### config.mk
export PLATFORM = sky130hd
export DESIGN_NAME = uart_slave
export DESIGN_NICKNAME = d
export VERILOG_FILES = /design/src/design/slave_proto_pkg.sv /design/src/design/slave_cfg_pkg.sv /design/src/design/uart_slave.sv /design/src/design/slave_ctrl.sv /design/src/design/ack_tracker.sv /design/src/design/read_shifter.sv /design/src/design/write_shifter.sv /design/src/design/control_decoder.sv
export SDC_FILE = /design/constraint.sdc
export NUM_CORES = 1
export LEC_CHECK = 0
export ABC_AREA = 1
export BUFFER_PORTS_ARGS = -buffer_cell sky130_fd_sc_hd__buf_2
export CORE_MARGIN = 2
export CORE_UTILIZATION = 23
export CTS_CLUSTER_SIZE = 8
export DETAILED_ROUTE_END_ITERATION = 6
export PLACE_DENSITY_LB_ADDON = 0.25
export SYNTH_ARGS = -nofsm -noshare
export SYNTH_HDL_FRONTEND = slang
export SYNTH_SLANG_ARGS = --single-unit
### constraint.sdc
create_clock -name clk -period 4.9 [get_ports clk]
set_input_delay 0.245 -clock clk [delete_from_list [all_inputs] [get_ports clk]]
set_output_delay 0.245 -clock clk [all_outputs]
set_load 0.01 [all_outputs]
### src/design/slave_proto_pkg.sv
package slave_proto_pkg;

    // start codes, only START opens a transfer
    typedef enum logic [2:0] {
        ABORT    = 3'b100,
        CONTINUE = 3'b101,
        HOLD     = 3'b110,
        START    = 3'b111
    } control_code_e;

    typedef enum logic [7:0] {
        ACK = 8'b11001100,
        NAK = 8'b10101010
    } ack_code_e;

    typedef enum logic [2:0] {
        IDLE,
        FRAME,
        WRITE,
        TX_WAIT,
        ACK_WAIT,
        GET_WAIT,
        GET_ACK,
        READ_OUT
    } slave_state_e;

    localparam logic [3:0] STATUS_NONE = 4'b0000;

endpackage

### src/design/slave_cfg_pkg.sv
package slave_cfg_pkg;

    // word and frame sizes
    localparam int DATA_WIDTH     = 32;
    localparam int SLAVES         = 3;
    localparam int S_ID_WIDTH     = $clog2(SLAVES);
    localparam int SLAVE_ID       = 1;
    // start code, slave id, r/w bit
    localparam int CON_BITS       = 3 + S_ID_WIDTH + 1;
    localparam int STATUS_BITS    = 4;
    localparam int ACK_BYTE_WIDTH = 8;

    // acknowledge timing on the send side
    localparam int ACK_TIMEOUT      = 50;
    localparam int RETRANSMIT_TIMES = 2;

endpackage
### src/design/uart_slave.sv
`timescale 1ns/100ps

module uart_slave (
    input  logic                                 clk,
    input  logic                                 rstN,
    // master side
    input  logic                                 control,
    input  logic                                 wD,
    input  logic                                 valid,
    output logic                                 rD,
    output logic                                 ready,
    // get-side uart
    output logic                                 g_txStart,
    output logic [slave_cfg_pkg::DATA_WIDTH-1:0] g_byteForTx,
    input  logic                                 g_txReady,
    input  logic                                 g_rxDone,
    input  logic [slave_cfg_pkg::DATA_WIDTH-1:0] g_byteFromRx,
    // send-side uart
    output logic                                 s_txStart,
    output logic [slave_cfg_pkg::DATA_WIDTH-1:0] s_byteForTx,
    input  logic                                 s_txReady,
    input  logic                                 s_rxDone,
    input  logic [slave_cfg_pkg::DATA_WIDTH-1:0] s_byteFromRx
);
    import slave_cfg_pkg::*;

    logic                   frame_start;
    logic                   frame_done;
    logic                   frame_match;
    logic                   frame_write;
    logic                   shift_en;
    logic                   word_full;
    logic                   tx_fire;
    logic                   resend_req;
    logic                   ack_done;
    logic [STATUS_BITS-1:0] status;
    logic                   rd_load;
    logic                   rd_start;
    logic                   shift_busy;
    logic                   shift_done;

    control_decoder u_decoder (
        .clk        (clk),
        .rstN       (rstN),
        .control    (control),
        .frame_start(frame_start),
        .frame_done (frame_done),
        .frame_match(frame_match),
        .frame_write(frame_write)
    );

    write_shifter #(
        .DATA_WIDTH(DATA_WIDTH)
    ) u_write (
        .clk      (clk),
        .rstN     (rstN),
        .shift_en (shift_en),
        .wD       (wD),
        .word_full(word_full),
        .word     (s_byteForTx)
    );

    read_shifter u_read (
        .clk    (clk),
        .rstN   (rstN),
        .load   (rd_load),
        .word_in(g_byteFromRx),
        .status (status),
        .start  (rd_start),
        .rD     (rD),
        .busy   (shift_busy),
        .done   (shift_done)
    );

    ack_tracker u_ack (
        .clk       (clk),
        .rstN      (rstN),
        .tx_fire   (tx_fire),
        .ack_valid (s_rxDone),
        .ack_byte  (s_byteFromRx),
        .resend_req(resend_req),
        .ack_done  (ack_done),
        .status    (status)
    );

    slave_ctrl u_ctrl (
        .clk        (clk),
        .rstN       (rstN),
        .control    (control),
        .valid      (valid),
        .frame_done (frame_done),
        .frame_match(frame_match),
        .frame_write(frame_write),
        .word_full  (word_full),
        .resend_req (resend_req),
        .ack_done   (ack_done),
        .s_txReady  (s_txReady),
        .g_txReady  (g_txReady),
        .g_rxDone   (g_rxDone),
        .shift_busy (shift_busy),
        .shift_done (shift_done),
        .frame_start(frame_start),
        .shift_en   (shift_en),
        .tx_fire    (tx_fire),
        .rd_load    (rd_load),
        .rd_start   (rd_start),
        .s_txStart  (s_txStart),
        .g_txStart  (g_txStart),
        .ready      (ready),
        .g_byteForTx(g_byteForTx)
    );

endmodule

### src/design/slave_ctrl.sv
`timescale 1ns/100ps

module slave_ctrl (
    input  logic                                 clk,
    input  logic                                 rstN,
    input  logic                                 control,
    input  logic                                 valid,
    input  logic                                 frame_done,
    input  logic                                 frame_match,
    input  logic                                 frame_write,
    input  logic                                 word_full,
    input  logic                                 resend_req,
    input  logic                                 ack_done,
    input  logic                                 s_txReady,
    input  logic                                 g_txReady,
    input  logic                                 g_rxDone,
    input  logic                                 shift_busy,
    input  logic                                 shift_done,
    output logic                                 frame_start,
    output logic                                 shift_en,
    output logic                                 tx_fire,
    output logic                                 rd_load,
    output logic                                 rd_start,
    output logic                                 s_txStart,
    output logic                                 g_txStart,
    output logic                                 ready,
    output logic [slave_cfg_pkg::DATA_WIDTH-1:0] g_byteForTx
);
    import slave_cfg_pkg::*;
    import slave_proto_pkg::*;

    slave_state_e state;
    slave_state_e state_next;

    always_ff @(posedge clk or negedge rstN) begin
        if (!rstN) begin
            state <= IDLE;
        end else begin
            state <= state_next;
        end
    end

    always_comb begin
        state_next = state;
        case (state)
            IDLE:     if (control) state_next = FRAME;
            FRAME: begin
                if (frame_done) begin
                    if (!frame_match) begin
                        state_next = IDLE;
                    end else if (frame_write) begin
                        state_next = WRITE;
                    end else begin
                        state_next = GET_WAIT;
                    end
                end
            end
            WRITE:    if (word_full) state_next = TX_WAIT;
            TX_WAIT:  if (s_txReady) state_next = ACK_WAIT;
            ACK_WAIT: begin
                if (ack_done) begin
                    state_next = IDLE;
                end else if (resend_req) begin
                    state_next = TX_WAIT;
                end
            end
            GET_WAIT: if (g_rxDone) state_next = GET_ACK;
            GET_ACK:  if (g_txReady) state_next = READ_OUT;
            READ_OUT: if (shift_done) state_next = IDLE;
            default:  state_next = IDLE;
        endcase
    end

    // strobes last one cycle since the state moves on
    assign frame_start = (state == IDLE) && control;
    assign shift_en    = (state == WRITE) && valid;
    assign tx_fire     = (state == TX_WAIT) && s_txReady;
    assign s_txStart   = tx_fire;
    assign rd_load     = (state == GET_WAIT) && g_rxDone;
    assign g_txStart   = (state == GET_ACK) && g_txReady;
    assign rd_start    = g_txStart;

    always_comb begin
        case (state)
            IDLE, FRAME: ready = 1'b1;
            WRITE:       ready = !word_full;
            READ_OUT:    ready = shift_busy;
            default:     ready = 1'b0;
        endcase
    end

    // ack byte back to the previous board
    always_ff @(posedge clk or negedge rstN) begin
        if (!rstN) begin
            g_byteForTx <= '0;
        end else if (rd_load) begin
            g_byteForTx <= {{(DATA_WIDTH - ACK_BYTE_WIDTH){1'b0}}, ACK};
        end
    end

endmodule

### src/design/ack_tracker.sv
`timescale 1ns/100ps

module ack_tracker (
    input  logic                                  clk,
    input  logic                                  rstN,
    input  logic                                  tx_fire,
    input  logic                                  ack_valid,
    input  logic [slave_cfg_pkg::DATA_WIDTH-1:0]  ack_byte,
    output logic                                  resend_req,
    output logic                                  ack_done,
    output logic [slave_cfg_pkg::STATUS_BITS-1:0] status
);
    import slave_cfg_pkg::*;
    import slave_proto_pkg::*;

    localparam int WAIT_W  = $clog2(ACK_TIMEOUT);
    localparam int RETRY_W = $clog2(RETRANSMIT_TIMES + 1);

    localparam logic [ACK_BYTE_WIDTH-1:0] ACK_VAL    = ACK;
    localparam logic [ACK_BYTE_WIDTH-1:0] NAK_VAL    = NAK;
    localparam logic [STATUS_BITS-1:0]    ACK_NIBBLE = ACK_VAL[ACK_BYTE_WIDTH-1 -: STATUS_BITS];
    localparam logic [STATUS_BITS-1:0]    NAK_NIBBLE = NAK_VAL[ACK_BYTE_WIDTH-1 -: STATUS_BITS];

    logic               armed;
    logic [WAIT_W-1:0]  wait_cnt;
    logic [RETRY_W-1:0] retry_cnt;
    logic               ack_match;
    logic               timed_out;

    // receiver word is the ack byte zero extended
    assign ack_match = (ack_byte == {{(DATA_WIDTH - ACK_BYTE_WIDTH){1'b0}}, ACK_VAL});
    assign timed_out = (wait_cnt == WAIT_W'(ACK_TIMEOUT - 1));

    always_ff @(posedge clk or negedge rstN) begin
        if (!rstN) begin
            armed      <= 1'b0;
            wait_cnt   <= '0;
            retry_cnt  <= '0;
            resend_req <= 1'b0;
            ack_done   <= 1'b0;
            status     <= STATUS_NONE;
        end else begin
            resend_req <= 1'b0;
            ack_done   <= 1'b0;
            if (tx_fire) begin
                // every transmission restarts the timeout
                armed    <= 1'b1;
                wait_cnt <= '0;
            end else if (armed) begin
                if (ack_valid) begin
                    status    <= ack_match ? ACK_NIBBLE : NAK_NIBBLE;
                    ack_done  <= 1'b1;
                    armed     <= 1'b0;
                    retry_cnt <= '0;
                end else if (timed_out) begin
                    armed <= 1'b0;
                    if (retry_cnt == RETRY_W'(RETRANSMIT_TIMES)) begin
                        // retries used up, no answer means NAK
                        status    <= NAK_NIBBLE;
                        ack_done  <= 1'b1;
                        retry_cnt <= '0;
                    end else begin
                        retry_cnt  <= retry_cnt + 1'b1;
                        resend_req <= 1'b1;
                    end
                end else begin
                    wait_cnt <= wait_cnt + 1'b1;
                end
            end
        end
    end

endmodule

### src/design/read_shifter.sv
`timescale 1ns/100ps

module read_shifter (
    input  logic                                  clk,
    input  logic                                  rstN,
    input  logic                                  load,
    input  logic [slave_cfg_pkg::DATA_WIDTH-1:0]  word_in,
    input  logic [slave_cfg_pkg::STATUS_BITS-1:0] status,
    input  logic                                  start,
    output logic                                  rD,
    output logic                                  busy,
    output logic                                  done
);
    import slave_cfg_pkg::*;

    localparam int TOTAL = STATUS_BITS + DATA_WIDTH;
    localparam int CNT_W = $clog2(TOTAL);

    logic [DATA_WIDTH-1:0] word_q;
    logic [TOTAL-1:0]      shift_q;
    logic [CNT_W-1:0]      bit_cnt;

    // word from the get-side receiver
    always_ff @(posedge clk) begin
        if (load) begin
            word_q <= word_in;
        end
    end

    // status nibble goes out ahead of the word
    always_ff @(posedge clk) begin
        if (start) begin
            shift_q <= {status, word_q};
        end else if (busy) begin
            shift_q <= shift_q << 1;
        end
    end

    always_ff @(posedge clk or negedge rstN) begin
        if (!rstN) begin
            busy    <= 1'b0;
            done    <= 1'b0;
            bit_cnt <= '0;
        end else begin
            done <= 1'b0;
            if (start) begin
                busy    <= 1'b1;
                bit_cnt <= '0;
            end else if (busy) begin
                if (bit_cnt == CNT_W'(TOTAL - 1)) begin
                    busy <= 1'b0;
                    done <= 1'b1;
                end else begin
                    bit_cnt <= bit_cnt + 1'b1;
                end
            end
        end
    end

    assign rD = busy & shift_q[TOTAL-1];

endmodule

### src/design/write_shifter.sv
`timescale 1ns/100ps

module write_shifter #(
    parameter int DATA_WIDTH = 32
) (
    input  logic                  clk,
    input  logic                  rstN,
    input  logic                  shift_en,
    input  logic                  wD,
    output logic                  word_full,
    output logic [DATA_WIDTH-1:0] word
);

    localparam int CNT_W = $clog2(DATA_WIDTH + 1);

    logic [CNT_W-1:0] bit_cnt;

    assign word_full = (bit_cnt == CNT_W'(DATA_WIDTH));

    // msb arrives first, word stays put once full
    always_ff @(posedge clk or negedge rstN) begin
        if (!rstN) begin
            bit_cnt <= '0;
            word    <= '0;
        end else if (shift_en && !word_full) begin
            word    <= {word[DATA_WIDTH-2:0], wD};
            bit_cnt <= bit_cnt + 1'b1;
        end else if (!shift_en && word_full) begin
            // word handed off, ready for the next write
            bit_cnt <= '0;
        end
    end

endmodule

### src/design/control_decoder.sv
`timescale 1ns/100ps

module control_decoder (
    input  logic clk,
    input  logic rstN,
    input  logic control,
    input  logic frame_start,
    output logic frame_done,
    output logic frame_match,
    output logic frame_write
);
    import slave_cfg_pkg::*;
    import slave_proto_pkg::*;

    localparam int CNT_W = $clog2(CON_BITS);

    logic [CON_BITS-1:0] frame_q;
    logic [CNT_W-1:0]    bit_cnt;
    logic                busy;
    control_code_e       frame_code;

    // frame register fills msb first
    always_ff @(posedge clk) begin
        if (frame_start || busy) begin
            frame_q <= {frame_q[CON_BITS-2:0], control};
        end
    end

    // first bit is taken together with frame_start
    always_ff @(posedge clk or negedge rstN) begin
        if (!rstN) begin
            busy       <= 1'b0;
            bit_cnt    <= '0;
            frame_done <= 1'b0;
        end else begin
            frame_done <= 1'b0;
            if (frame_start) begin
                busy    <= 1'b1;
                bit_cnt <= CNT_W'(1);
            end else if (busy) begin
                if (bit_cnt == CNT_W'(CON_BITS - 1)) begin
                    busy       <= 1'b0;
                    bit_cnt    <= '0;
                    frame_done <= 1'b1;
                end else begin
                    bit_cnt <= bit_cnt + 1'b1;
                end
            end
        end
    end

    // start code | slave id | r/w
    assign frame_code  = control_code_e'(frame_q[CON_BITS-1 -: 3]);
    assign frame_match = (frame_code == START) &&
                         (frame_q[S_ID_WIDTH:1] == S_ID_WIDTH'(SLAVE_ID));
    assign frame_write = frame_q[0];

endmodule

==> results of run 1 <==
## cells by family after synthesis
| kind of cell | synth area share [%] |
|---|---|
| compound gates | 5.13 |
| simple gates | 21.3 |
| buf+inv | 9.24 |
| flops | 62.3 |
| xor+xnor | 0.829 |
| fa+ha+maj | 1.18 |
| other cells | 0.0591 |
## layout by cell type (no fill, tap or decap), types with 3 or more instances in the layout
master | Yosys | final
a21oi_1 | 9 | 9
buf_2 | 7 | 112
buf_4 | 32 | 4
clkbuf_16 | 0 | 17
clkinvlp_4 | 0 | 3
conb_1 | 1 | 28
dfrtp_1 | 69 | 69
dlygate4sd3_1 | 0 | 32
edfxtp_1 | 74 | 74
ha_1 | 6 | 6
inv_1 | 70 | 70
inv_6 | 0 | 5
nand2_1 | 208 | 208
nand2_4 | 3 | 3
nand3_1 | 32 | 32
nand4_1 | 7 | 7
nor2_1 | 51 | 50
nor2_2 | 3 | 4
nor3_1 | 7 | 7
o21ai_0 | 47 | 47
o21ai_1 | 3 | 3
xor2_1 | 5 | 5
## worst paths after layout
| path | from | to | slack, ns | cells after the start |
|---|---|---|---|---|
| min in group asynchronous | rstN | u_write.word[29]$_DFFE_PN0P_ | 0.39 | 2 |
| max reg2reg | u_ctrl.state[2]$_DFFE_PN0P_ | u_read.shift_q[7]$_DFFE_PP_ | 1.86 | 5 |
| max in group asynchronous | rstN | u_decoder.bit_cnt[0]$_DFFE_PN0P_ | 3.49 | 3 |
| min reg2reg | u_decoder.frame_q[1]$_DFFE_PP_ | u_decoder.frame_q[2]$_DFFE_PP_ | 0.45 | 0 |
| min | g_byteFromRx[4] | u_read.word_q[4]$_DFFE_PP_ | 0.02 | 1 |
| max | u_ctrl.state[2]$_DFFE_PN0P_ | u_read.shift_q[7]$_DFFE_PP_ | 1.86 | 5 |
## through the flow
stage	util [%]	instances
floorplan	-	687
global placement	26.5	1098
detailed placement	26.5	1098
CTS	29.8	1161
global route	29.8	1162
finish	29.8	1162
## flip-flops by register name (all words and copies together), names as in the netlist, 2 cells and up
name and cells:
u_ack.status 3, u_decoder.frame_q 6, u_read.bit_cnt 6, u_ack.retry_cnt 2, u_ctrl.state 3, u_decoder.bit_cnt 3, u_ack.wait_cnt 6, u_read.word_q 32
u_read.shift_q 36, u_write.bit_cnt 6, u_write.word 32
## synthesized netlist by cell type (all sizes together)
library cell  count  area (sq um)
nor2             55           221
nand4             7          43.8
dfrtp            69          1730
and3              1          6.26
o21ai            51           259
o21bai            2          15.0
edfxtp           74          2220
nand3            33           170
xor2              5          43.8
a21oi             9          45.0
xnor2             1          8.76
clkbuf            5          18.8
nor3b             1          7.51
or2               1          6.26
nand2           213           827
buf              41           290
and2              1          6.26
conb              1          3.75
nand3b            2          15.0
ha                6          75.1
nor3              8          45.0
o22ai             1          6.26
inv              73           277
## layout make-up
| class | instances | area, sq um |
|---|---|---|
| fill | 2831 | 19000 |
| tap | 341 | 427 |
| clock inverter | 14 | 156 |
| sequential | 143 | 3950 |
| timing repair buffer | 148 | 911 |
| inverter | 73 | 277 |
| multi-input combinational | 425 | 1910 |
| clock buffer | 18 | 429 |
## power by group
part	leakage, nW	switching (mW)	internal [mW]
clock network	0.280	0.520	0.760
registers	1.59	0.227	1.77
logic	1.91	0.676	0.411
## critical path, cell delays in order (launching register included)
cell and delay [ns]:
dfrtp_1 0.54, nand3_2 0.15, nor2_4 0.68, inv_4 0.39
nand2_1 0.51, buf_4 0.42
## routing by layer
layer / part of all wire, % / vias up
met4: 1.3 / 4
met3: 3.4 / 11
met1: 46 / 2152
met5: 0.20 / -
met2: 49 / 87
li1: - / 2362
==> impl_metrics.sql, run 1 <==
INSERT INTO impl_metrics (metric_group, metric, value, unit) VALUES
('sta', 'report.final.slew_viol_count', '0', ''),
('clocking', 'cts_tree', 'done', ''),
('cells_and_area', 'total_number_of_nets_in_the_final_design', '887', ''),
('critical_path', 'arrival', '3.12', 'ns'),
('global_routing', 'total_overflow_reported_by_the_global_router', '0', ''),
('placed_design', 'pre_cts_slack', '1.82', 'ns'),
('detailed_routing', 'drt_iter0_drc', '241', ''),
('clocking', 'cts.hold.buffers_added', '31', ''),
('floorplan', 'placeableCoreArea', '0.0270', 'sq mm'),
('yosys', 'synth-seq-cells', '143', ''),
('clocking', 'clk-insertion-delay-late', '0.41', 'ns'),
('cells_and_area', 'antenna_cells', '0', ''),
('detailed_routing', 'via_count', '4616', ''),
('clocking', 'post_cts_resized', '0', ''),
('sta', 'max_clock_skew', '0.00999', 'ns'),
('global_routing', 'global_route.usage.met2', '15.1', '%'),
('global_routing', 'grt_use_met1', '11.4', '%'),
('detailed_routing', 'number_of_drc_violations_after_detailed_routing', '0', ''),
('clocking', 'cts_setup_buffers', '0', ''),
('power_and_ir_drop', 'fin_total_pwr', '4.37', 'mW'),
('sta', 'timing.final.crit_share', '62.1', '%'),
('critical_path', 'cp-end-kind', 'register', ''),
('floorplan', 'core.rowCount', '60', ''),
('sta', 'setup_repair_after_global_routing_missed_its_margin', 'no', ''),
('floorplan', 'boundaryPins', '141', ''),
('placed_design', 'gp_routability_congestion', '0.746', ''),
('global_routing', 'grt_max_degree', '46', ''),
('clocking', 'cts-htree-levels', '4', ''),
('sta', 'hold-worst-slack', '0.0249', 'ns'),
('placed_design', 'cell_area_reported_after_detailed_placement', '0.00715', 'sq mm'),
('critical_path', 'critical_path_required', '4.97', 'ns'),
('detailed_routing', 'avgRoutedWirePerCell', '11.0', 'microns'),
('clocking', 'clock_tree.root_cell', 'clkbuf_16', ''),
('yosys', 'postSynthCellCount', '660', ''),
('sta', 'timing_worst_slew_pin_value', '0.861', 'ns'),
('power_and_ir_drop', 'p_leak', '3.78', 'nW'),
('detailed_routing', 'drt-pass1-iter-count', '4', ''),
('placed_design', 'port_buffers', '112', ''),
('yosys', 'synth-seq-area-share', '62.3', '%'),
('sta', 'max_freq', '329', 'MHz'),
('global_routing', 'wire_length_of_the_first_global_routing_pass', '21000', 'microns'),
('floorplan', 'chipHeight', '170', 'microns'),
('cells_and_area', 'layout.cell_area.non_filler', '0.00806', 'sq mm'),
('critical_path', 'timing.critical_path.fanout_max', '45', ''),
('sta', 'timing.slew.headroom', '42.5', '%'),
('sta', 'hold_violations', '0', ''),
('power_and_ir_drop', 'power.density', '542', 'mW/mm^2'),
('global_routing', 'grt_antenna_before_repair', '2', ''),
('sta', 'finalCriticalPeriod', '3.04', 'ns'),
('status', 'outcome', 'finished, final reports clean', ''),
('clocking', 'clock_tree.buffer_depth', '2', ''),
('yosys', 'yosysWarningCount', '0', ''),
('cells_and_area', 'layout-area-overhead-vs-synth', '27.1', '%'),
('yosys', 'total_standard_cell_area_after_synthesis', '0.00634', 'sq mm'),
('clocking', 'tritoncts.num_buffers', '17', ''),
('run', 'maxCapViolCount', '0', ''),
('cells_and_area', 'drive_gt1_share', '20.0', '%'),
('critical_path', 'path_class', 'register to register', ''),
('detailed_routing', 'routed_via_density', '3.97', ''),
('global_routing', 'peak_usage_layer_in_the_global_routing_report', 'met2', ''),
('critical_path', 'worst_setup_path_start_kind', 'register', ''),
('placed_design', 'dp.final_hpwl', '8780', 'microns'),
('detailed_routing', 'routed_wl', '12800', 'microns'),
('detailed_routing', 'drtAntennaViolNets', '0', ''),
('sta', 'fin_tns_setup', '0', 'ns'),
('floorplan', 'initial_core_util', '23.5', '%'),
('yosys', 'synthDistinctLibCells', '36', ''),
('power_and_ir_drop', 'ir_worst_vdd', '230', 'uV'),
('min_path', 'worstHoldPathType', 'input pin to register', ''),
('yosys', 'postSynthAreaPerCell', '9.61', 'sq um'),
('floorplan', 'die_w', '170', 'microns'),
('global_routing', 'gr_usage_total', '9.04', '%'),
('sta', 'finalWorstSetupSlack', '1.86', 'ns'),
('clocking', 'clock_pin_transition_on_the_worst_setup_and_hold_timing_paths', '0.06', 'ns'),
('sta', 'report.final.setup_viol', '0', ''),
('global_routing', 'grt_pass1_vias', '4398', ''),
('clocking', 'cts.sink_count', '143', ''),
('global_routing', 'groute.layer.met3.usage', '1.98', '%'),
('floorplan', 'design.die.area', '0.0289', 'sq mm');
No activity file was read; power rests on OpenSTA's default activity.
==> run 2: changes to the inputs <==
==> constraint.sdc (replaced) <==
create_clock -name clk -period 3.05 [get_ports clk]
set_input_delay 0.1525 -clock clk [delete_from_list [all_inputs] [get_ports clk]]
set_output_delay 0.1525 -clock clk [all_outputs]
set_load 0.01 [all_outputs]
==> run 2 against run 1 <==
Non-clock buffer count up 5. Power grew 63%. Die area did not move. Wire length grew 0.95%. Cell count rose by 0.52%. Combinational power increased by 61%. Worst setup slack worse by 0.81 ns. First-iteration DRC count down 6.6%. Clock power increased by 67%. Sequential power increased by 61%. Cell area grew 0.84%. Register-to-register slack worse by 0.81 ns. Critical endpoint is now u_write.bit_cnt[5]$_DFFE_PN0P_. Largest cell class unchanged.
==> impl_metrics.sql, run 2 (synthesized netlist as in run 1, its figures left out) <==
INSERT INTO impl_metrics (metric_group, metric, value, unit) VALUES
('status', 'outcome', 'finished, final reports clean', ''),
('sta', 'max_clock_skew', '0.00957', 'ns'),
('sta', 'finalCriticalPeriod', '2.00', 'ns'),
('detailed_routing', 'routed_wl', '12900', 'microns'),
('cells_and_area', 'layout-area-overhead-vs-synth', '28.2', '%'),
('floorplan', 'design.die.area', '0.0289', 'sq mm'),
('power_and_ir_drop', 'combPwrFrac', '24.6', '%'),
('floorplan', 'chipHeight', '170', 'microns'),
('run', 'maxCapViolCount', '0', ''),
('clocking', 'cts_tree', 'done', ''),
('sta', 'report.final.setup_viol', '0', ''),
('power_and_ir_drop', 'proportion_of_total_power_due_to_net_switching', '32.2', '%'),
('sta', 'finalWorstSetupSlack', '1.05', 'ns'),
('detailed_routing', 'drt_iter0_drc', '225', ''),
('cells_and_area', 'max_flop_register', 'u_read.shift_q', ''),
('detailed_routing', 'number_of_drc_violations_after_detailed_routing', '0', ''),
('power_and_ir_drop', 'fin_total_pwr', '7.11', 'mW'),
('min_path', 'worstHoldPathType', 'input pin to register', ''),
('floorplan', 'placeableCoreArea', '0.0270', 'sq mm'),
('cells_and_area', 'total_number_of_nets_in_the_final_design', '892', ''),
('global_routing', 'grt_max_degree', '46', ''),
('power_and_ir_drop', 'clock_power_share', '30.1', '%'),
('sta', 'fin_tns_setup', '0', 'ns'),
('placed_design', 'port_buffers', '112', ''),
('sta', 'timing_worst_slew_pin_value', '0.776', 'ns'),
('power_and_ir_drop', 'power.density', '875', 'mW/mm^2'),
('global_routing', 'grt_pass1_vias', '4374', ''),
('detailed_routing', 'drt-pass1-iter-count', '4', ''),
('clocking', 'clock_tree.buffer_depth', '2', ''),
('clocking', 'cts.sink_count', '143', ''),
('cells_and_area', 'largest_register_ffs', '36', ''),
('cells_and_area', 'mostFrequentLayoutCells', 'nand2_1 (208), buf_2 (112), edfxtp_1 (74)', ''),
('power_and_ir_drop', 'p_sw', '2.29', 'mW'),
('sta', 'hold_violations', '0', ''),
('sta', 'timing.final.crit_share', '65.5', '%'),
('floorplan', 'core.rowCount', '60', ''),
('sta', 'report.final.slew_viol_count', '0', ''),
('detailed_routing', 'via_count', '4608', ''),
('critical_path', 'arrival', '2.30', 'ns'),
('power_and_ir_drop', 'power_frac_seq', '45.3', '%'),
('critical_path', 'worst_setup_path_start_kind', 'register', ''),
('sta', 'timing.slew.headroom', '48.2', '%'),
('critical_path', 'timing.critical_path.fanout_max', '7', ''),
('floorplan', 'die_w', '170', 'microns'),
('global_routing', 'wire_length_of_the_first_global_routing_pass', '21200', 'microns'),
('placed_design', 'cell_area_reported_after_detailed_placement', '0.00717', 'sq mm'),
('placed_design', 'dp.final_hpwl', '8800', 'microns'),
('placed_design', 'pre_cts_slack', '1.02', 'ns'),
('power_and_ir_drop', 'p_int', '4.82', 'mW'),
('power_and_ir_drop', 'ir_worst_vdd', '321', 'uV'),
('clocking', 'clk-insertion-delay-late', '0.42', 'ns'),
('cells_and_area', 'num-fill-cells', '2806', ''),
('cells_and_area', 'drive_gt1_share', '20.0', '%'),
('placed_design', 'gp_routability_congestion', '0.729', ''),
('detailed_routing', 'drtAntennaViolNets', '0', ''),
('power_and_ir_drop', 'p_leak', '3.81', 'nW'),
('critical_path', 'worst_path_largest_cell_delay', '0.48', 'ns'),
('cells_and_area', 'most_common_cell_after_layout_fill_and_taps_aside', 'nand2_1', ''),
('detailed_routing', 'avgRoutedWirePerCell', '11.1', 'microns'),
('detailed_routing', 'routed_via_density', '3.95', ''),
('critical_path', 'cp_cell_sequence', 'inv_1, nor3_1, and2_1, ha_1, nor3_1, nand2_1, inv_1, nand3_1, nand2_1, nor2_1', ''),
('clocking', 'tritoncts.num_buffers', '17', ''),
('global_routing', 'gr_usage_total', '9.27', '%'),
('sta', 'setup_repair_after_global_routing_missed_its_margin', 'no', ''),
('cells_and_area', 'layout.cell_area.non_filler', '0.00813', 'sq mm'),
('critical_path', 'critical_path_required', '3.35', 'ns'),
('critical_path', 'path_class', 'register to register', ''),
('clocking', 'cts-htree-levels', '4', ''),
('clocking', 'clock_tree.root_cell', 'clkbuf_16', ''),
('sta', 'max_freq', '500', 'MHz'),
('clocking', 'clock_pin_transition_on_the_worst_setup_and_hold_timing_paths', '0.06', 'ns'),
('cells_and_area', 'largest_registers', 'u_read.shift_q x36, u_read.word_q x32, u_write.word x32', ''),
('critical_path', 'cp-end-kind', 'register', ''),
('floorplan', 'boundaryPins', '141', ''),
('global_routing', 'grt_antenna_before_repair', '3', ''),
('global_routing', 'total_overflow_reported_by_the_global_router', '0', ''),
('floorplan', 'initial_core_util', '23.5', '%'),
('critical_path', 'worst_path_max_delay_cell', 'dfrtp_1', '');
-- run 2: cell count changes in the layout (fill, tap and decap cells not counted), sizes merged --
cell         change
bufinv           +1
clkinvlp         -2
diode            +1
dlygate4sd3      +3
buf              +2
inv              +1
-- run 2: timing repair --
| item | CTS | global route |
|---|---|---|
| hold buffers | 35 | 0 |
| buffers inserted | 0 | 0 |
| hold endpoints to repair | 66 | 0 |
| resized for setup | 0 | 0 |
-- run 2: worst max-delay path, delay by kind of cell (launching register included) --
| kind | cells | cell delay (ns) |
|---|---|---|
| simple gates | 7 | 0.94 |
| flops | 1 | 0.48 |
| fa+ha+maj | 1 | 0.27 |
| buf+inv | 2 | 0.20 |
-- run 2: cell type report --
cell class	instances	area (sq um)	share of cell area, %
diodes	1	2.50	0.0308
clock buffers	18	429	5.28
clock inverters	14	176	2.17
inverters	73	277	3.40
multi-input cells	425	1910	23.5
flip-flops and latches	143	3950	48.6
well taps	341	427	5.25
repair buffers	153	956	11.8
-- run 2: stage by stage --
step | util [%] | hold WS (ns) | cells
2_1_floorplan | - | -0.143 | 687
3_3_place_gp | 26.5 | 0.280 | 1100
3_5_place_dp | 26.5 | 0.278 | 1100
4_1_cts | 30.1 | 0.00393 | 1167
5_1_grt | 30.1 | 0.0111 | 1168
6_report | 30.1 | 0.0243 | 1168
-- run 2: power by group through the flow --
stage / sequential [mW] / combinational [mW] / clock [mW]
5_1_grt: 3.31 / 2.03 / 2.29
3_5_place_dp: 3.26 / 1.75 / 0
3_3_place_gp: 3.25 / 1.73 / 0
6_report: 3.22 / 1.75 / 2.14
4_1_cts: 3.23 / 1.79 / 2.21
2_1_floorplan: 3.28 / 1.09 / 0
-- run 2: routing by layer --
metal / vias to the layer above / track usage (%) / wire length (microns)
li1: 2366 / - / -
met4: 4 / 4.35 / 223
met2: 100 / 14.7 / 6190
met5: - / 0 / 23
met3: 20 / 2.65 / 544
met1: 2118 / 11.6 / 5940
-- run 2: path summary, 6_finish.rpt --
path | startpoint | endpoint | slack [ns] | depth (start not counted)
max in group asynchronous | rstN | u_ack.resend_req$_DFF_PN0_ | 1.94 | 3
setup / recovery | u_ctrl.state[1]$_DFFE_PN0P_ | u_write.bit_cnt[5]$_DFFE_PN0P_ | 1.05 | 10
hold / removal | s_rxDone | u_ack.status[2]$_DFFE_PN0P_ | 0.02 | 3
setup reg to reg | u_ctrl.state[1]$_DFFE_PN0P_ | u_write.bit_cnt[5]$_DFFE_PN0P_ | 1.05 | 10
hold reg to reg | u_decoder.frame_q[2]$_DFFE_PP_ | u_decoder.frame_q[3]$_DFFE_PP_ | 0.45 | 0
min in group asynchronous | rstN | u_write.word[28]$_DFFE_PN0P_ | 0.35 | 2
==> run 3: changes to the inputs <==
==> constraint.sdc (replaced) <==
create_clock -name clk -period 2 [get_ports clk]
set_input_delay 0.1 -clock clk [delete_from_list [all_inputs] [get_ports clk]]
set_output_delay 0.1 -clock clk [all_outputs]
set_load 0.01 [all_outputs]
==> run 3 against run 2 <==
Cell area is 1.0% higher. Register-to-register slack worse by 0.80 ns. Global-route usage fell by 0.19 points. Critical path type is now register to output port. Critical endpoint is now g_txStart. Highest routed layer is now met4.
==> impl_metrics.sql, run 3 (synthesized netlist as in run 1, its figures left out) <==
INSERT INTO impl_metrics (metric_group, metric, value, unit) VALUES
('cells_and_area', 'max_flop_register', 'u_read.shift_q', ''),
('sta', 'setup_repair_after_global_routing_missed_its_margin', 'no', ''),
('sta', 'finalWorstSetupSlack', '0.138', 'ns'),
('cells_and_area', 'drive_gt1_share', '21.2', '%'),
('clocking', 'cts_setup_buffers', '0', ''),
('clocking', 'tritoncts.num_buffers', '17', ''),
('power_and_ir_drop', 'p_int', '7.19', 'mW'),
('floorplan', 'placeableCoreArea', '0.0270', 'sq mm'),
('detailed_routing', 'drt_iter0_drc', '274', ''),
('global_routing', 'wire_length_of_the_first_global_routing_pass', '20800', 'microns'),
('global_routing', 'total_overflow_reported_by_the_global_router', '0', ''),
('critical_path', 'timing.critical_path.fanout_max', '35', ''),
('placed_design', 'port_buffers', '112', ''),
('floorplan', 'core.rowCount', '60', ''),
('cells_and_area', 'num-fill-cells', '2847', ''),
('critical_path', 'worst_path_dominant_cell_family', 'buffers and inverters', ''),
('global_routing', 'grt_max_degree', '70', ''),
('clocking', 'clock_tree.root_cell', 'clkbuf_16', ''),
('cells_and_area', 'total_number_of_nets_in_the_final_design', '897', ''),
('detailed_routing', 'routed_via_density', '3.90', ''),
('placed_design', 'gp_routability_congestion', '0.730', ''),
('cells_and_area', 'mostFrequentLayoutCells', 'nand2_1 (207), buf_2 (112), edfxtp_1 (74)', ''),
('critical_path', 'worst_setup_path_start_kind', 'register', ''),
('power_and_ir_drop', 'power.density', '1310', 'mW/mm^2'),
('power_and_ir_drop', 'p_sw', '3.53', 'mW'),
('cells_and_area', 'layout-area-overhead-vs-synth', '29.5', '%'),
('sta', 'report.final.setup_viol', '0', ''),
('critical_path', 'cp_cell_sequence', 'buf_4, inv_1, nand3_2, nor2_4, buf_6, buf_2', ''),
('sta', 'hold_violations', '0', ''),
('critical_path', 'r2r_cells', '12', ''),
('min_path', 'hold_path_end', 'u_ack.armed$_DFF_PN0_', ''),
('cells_and_area', 'layout.cell_area.non_filler', '0.00821', 'sq mm'),
('power_and_ir_drop', 'power_frac_seq', '45.2', '%'),
('detailed_routing', 'routed_wl', '12900', 'microns'),
('placed_design', 'dp.final_hpwl', '8490', 'microns'),
('power_and_ir_drop', 'proportion_of_total_power_due_to_net_switching', '32.9', '%'),
('clocking', 'cts-htree-levels', '4', ''),
('clocking', 'clk-insertion-delay-late', '0.41', 'ns'),
('detailed_routing', 'via_count', '4576', ''),
('sta', 'finalCriticalPeriod', '1.86', 'ns'),
('critical_path', 'critical_path_required', '1.90', 'ns'),
('sta', 'max_freq', '537', 'MHz'),
('detailed_routing', 'drtAntennaViolNets', '0', ''),
('detailed_routing', 'drt-pass1-iter-count', '4', ''),
('min_path', 'worstHoldPathType', 'input pin to register', ''),
('cells_and_area', 'most_common_cell_after_layout_fill_and_taps_aside', 'nand2_1', ''),
('min_path', 'launch_instance_of_the_worst_min_delay_path', 's_txReady', ''),
('floorplan', 'die_w', '170', 'microns'),
('critical_path', 'worst_path_max_delay_cell', 'dfrtp_1', ''),
('cells_and_area', 'final_util', '30.4', '%'),
('clocking', 'cts.sink_count', '143', ''),
('floorplan', 'boundaryPins', '141', ''),
('clocking', 'clock_tree.buffer_depth', '2', ''),
('critical_path', 'arrival', '1.76', 'ns'),
('clocking', 'cts_tree', 'done', ''),
('critical_path', 'r2r-end', 'u_write.bit_cnt[5]$_DFFE_PN0P_', ''),
('global_routing', 'gr_usage_total', '9.08', '%'),
('floorplan', 'initial_core_util', '23.5', '%'),
('min_path', 'worst_hold_path.num_cells', '3', ''),
('critical_path', 'path_class', 'register to output port', ''),
('power_and_ir_drop', 'p_leak', '3.86', 'nW'),
('run', 'maxCapViolCount', '0', ''),
('detailed_routing', 'number_of_drc_violations_after_detailed_routing', '0', ''),
('clocking', 'clock_pin_transition_on_the_worst_setup_and_hold_timing_paths', '0.06', 'ns'),
('placed_design', 'pre_cts_slack', '0.109', 'ns'),
('placed_design', 'cell_area_reported_after_detailed_placement', '0.00725', 'sq mm'),
('critical_path', 'worstReg2RegStart', 'u_write.bit_cnt[0]$_DFFE_PN0P_', ''),
('critical_path', 'worst_path_largest_cell_delay', '0.37', 'ns'),
('sta', 'report.final.slew_viol_count', '0', ''),
('global_routing', 'grt_antenna_before_repair', '0', ''),
('critical_path', 'cp-end-kind', 'output port', ''),
('floorplan', 'chipHeight', '170', 'microns'),
('sta', 'timing.final.crit_share', '93.1', '%'),
('power_and_ir_drop', 'ir_worst_vdd', '589', 'uV'),
('critical_path', 'timing.reg2reg.setup_slack', '0.25', 'ns'),
('sta', 'max_clock_skew', '0.0138', 'ns'),
('global_routing', 'grt_pass1_vias', '4217', ''),
('critical_path', 'crit_cells', '6', ''),
('cells_and_area', 'largest_register_ffs', '36', ''),
('status', 'outcome', 'finished, final reports clean', ''),
('detailed_routing', 'avgRoutedWirePerCell', '11.0', 'microns'),
('sta', 'fin_tns_setup', '0', 'ns'),
('power_and_ir_drop', 'combPwrFrac', '26.2', '%'),
('floorplan', 'design.die.area', '0.0289', 'sq mm'),
('critical_path', 'critical_path.n_buffers_inverters', '4', ''),
('cells_and_area', 'antenna_cells', '0', ''),
('power_and_ir_drop', 'clock_power_share', '28.6', '%'),
('cells_and_area', 'largest_registers', 'u_read.shift_q x36, u_read.word_q x32, u_write.word x32', '');
==> run 3: cell types whose count changed in the layout (fill, tap and decap cells not counted), sizes merged <==
cell	previous run	this run
buf	118	122
clkinvlp	1	2
bufinv	3	1
dlygate4sd3	35	36
clkinv	3	4
inv	80	81
diode	1	0
clkbuf	18	17
==> run 3: layer usage <==
layer | GRT usage (%) | up-vias | wire [microns]
met5 | 0 | - | 0
met4 | 3.34 | 0 | 172
met3 | 2.09 | 8 | 446
met2 | 14.6 | 96 | 6150
met1 | 11.9 | 2097 | 6090
li1 | - | 2375 | -
==> run 3: worst max path at each step <==
| stage | startpoint | endpoint | slack [ns] |
|---|---|---|---|
| final | u_ctrl.state[0]$_DFFE_PN0P_ | g_txStart | 0.14 |
| after global routing | u_ctrl.state[0]$_DFFE_PN0P_ | g_txStart | 0.01 |
| after CTS | u_ctrl.state[0]$_DFFE_PN0P_ | g_txStart | 0.09 |
| after detailed placement | u_write.bit_cnt[0]$_DFFE_PN0P_ | u_write.bit_cnt[5]$_DFFE_PN0P_ | 0.11 |
| after global placement | u_write.bit_cnt[0]$_DFFE_PN0P_ | u_write.bit_cnt[5]$_DFFE_PN0P_ | 0.14 |
| after floorplan | u_ctrl.state[1]$_DFFE_PN0P_ | u_read.word_q[0]$_DFFE_PP_ | 0.04 |
==> run 3: final cells by class <==
| cell class | count | area [sq um] | share of cell area [%] |
|---|---|---|---|
| Sequential cell | 143 | 3950 | 48.1 |
| Multi-Input combinational cell | 425 | 1940 | 23.6 |
| Timing Repair Buffer | 158 | 1050 | 12.8 |
| Tap cell | 341 | 427 | 5.20 |
| Clock buffer | 17 | 425 | 5.18 |
| Inverter | 73 | 277 | 3.37 |
| Clock inverter | 15 | 148 | 1.80 |
==> run 3: power groups by stage <==
stage	logic, mW	registers [mW]	clock network [mW]
4_1_cts	2.87	4.86	3.16
6_report	2.81	4.85	3.06
2_1_floorplan	1.67	5.00	0
5_1_grt	3.25	4.99	3.28
3_3_place_gp	2.79	4.88	0
3_5_place_dp	2.81	4.91	0
==> run 3: worst reg2reg max path, stage by stage (launching register included) <==
cell	delay, ns
dfrtp_1	0.38
inv_2	0.10
ha_1	0.15
nand2_1	0.04
inv_1	0.04
nand3_1	0.12
ha_4	0.27
nor3_4	0.19
nand2_1	0.08
inv_1	0.07
nand3_1	0.06
nand2_1	0.08
nor2_1	0.04
==> run 3: what timing repair did <==
item | CTS | global route
endpoints found under the hold margin | 104 | 0
setup endpoints to repair | 1 | 2
hold buffers | 36 | 0
resized for setup | 1 | 6
==> run 3: per-stage QoR <==
stage / power [mW] / cells / hold slack [ns]
6_report: 10.7 / 1172 / 0.0693
2_1_floorplan: 6.67 / 687 / -0.196
5_1_grt: 11.5 / 1172 / 0.0764
4_1_cts: 10.9 / 1172 / 0.0587
3_3_place_gp: 7.67 / 1104 / 0.166
3_5_place_dp: 7.71 / 1104 / 0.163
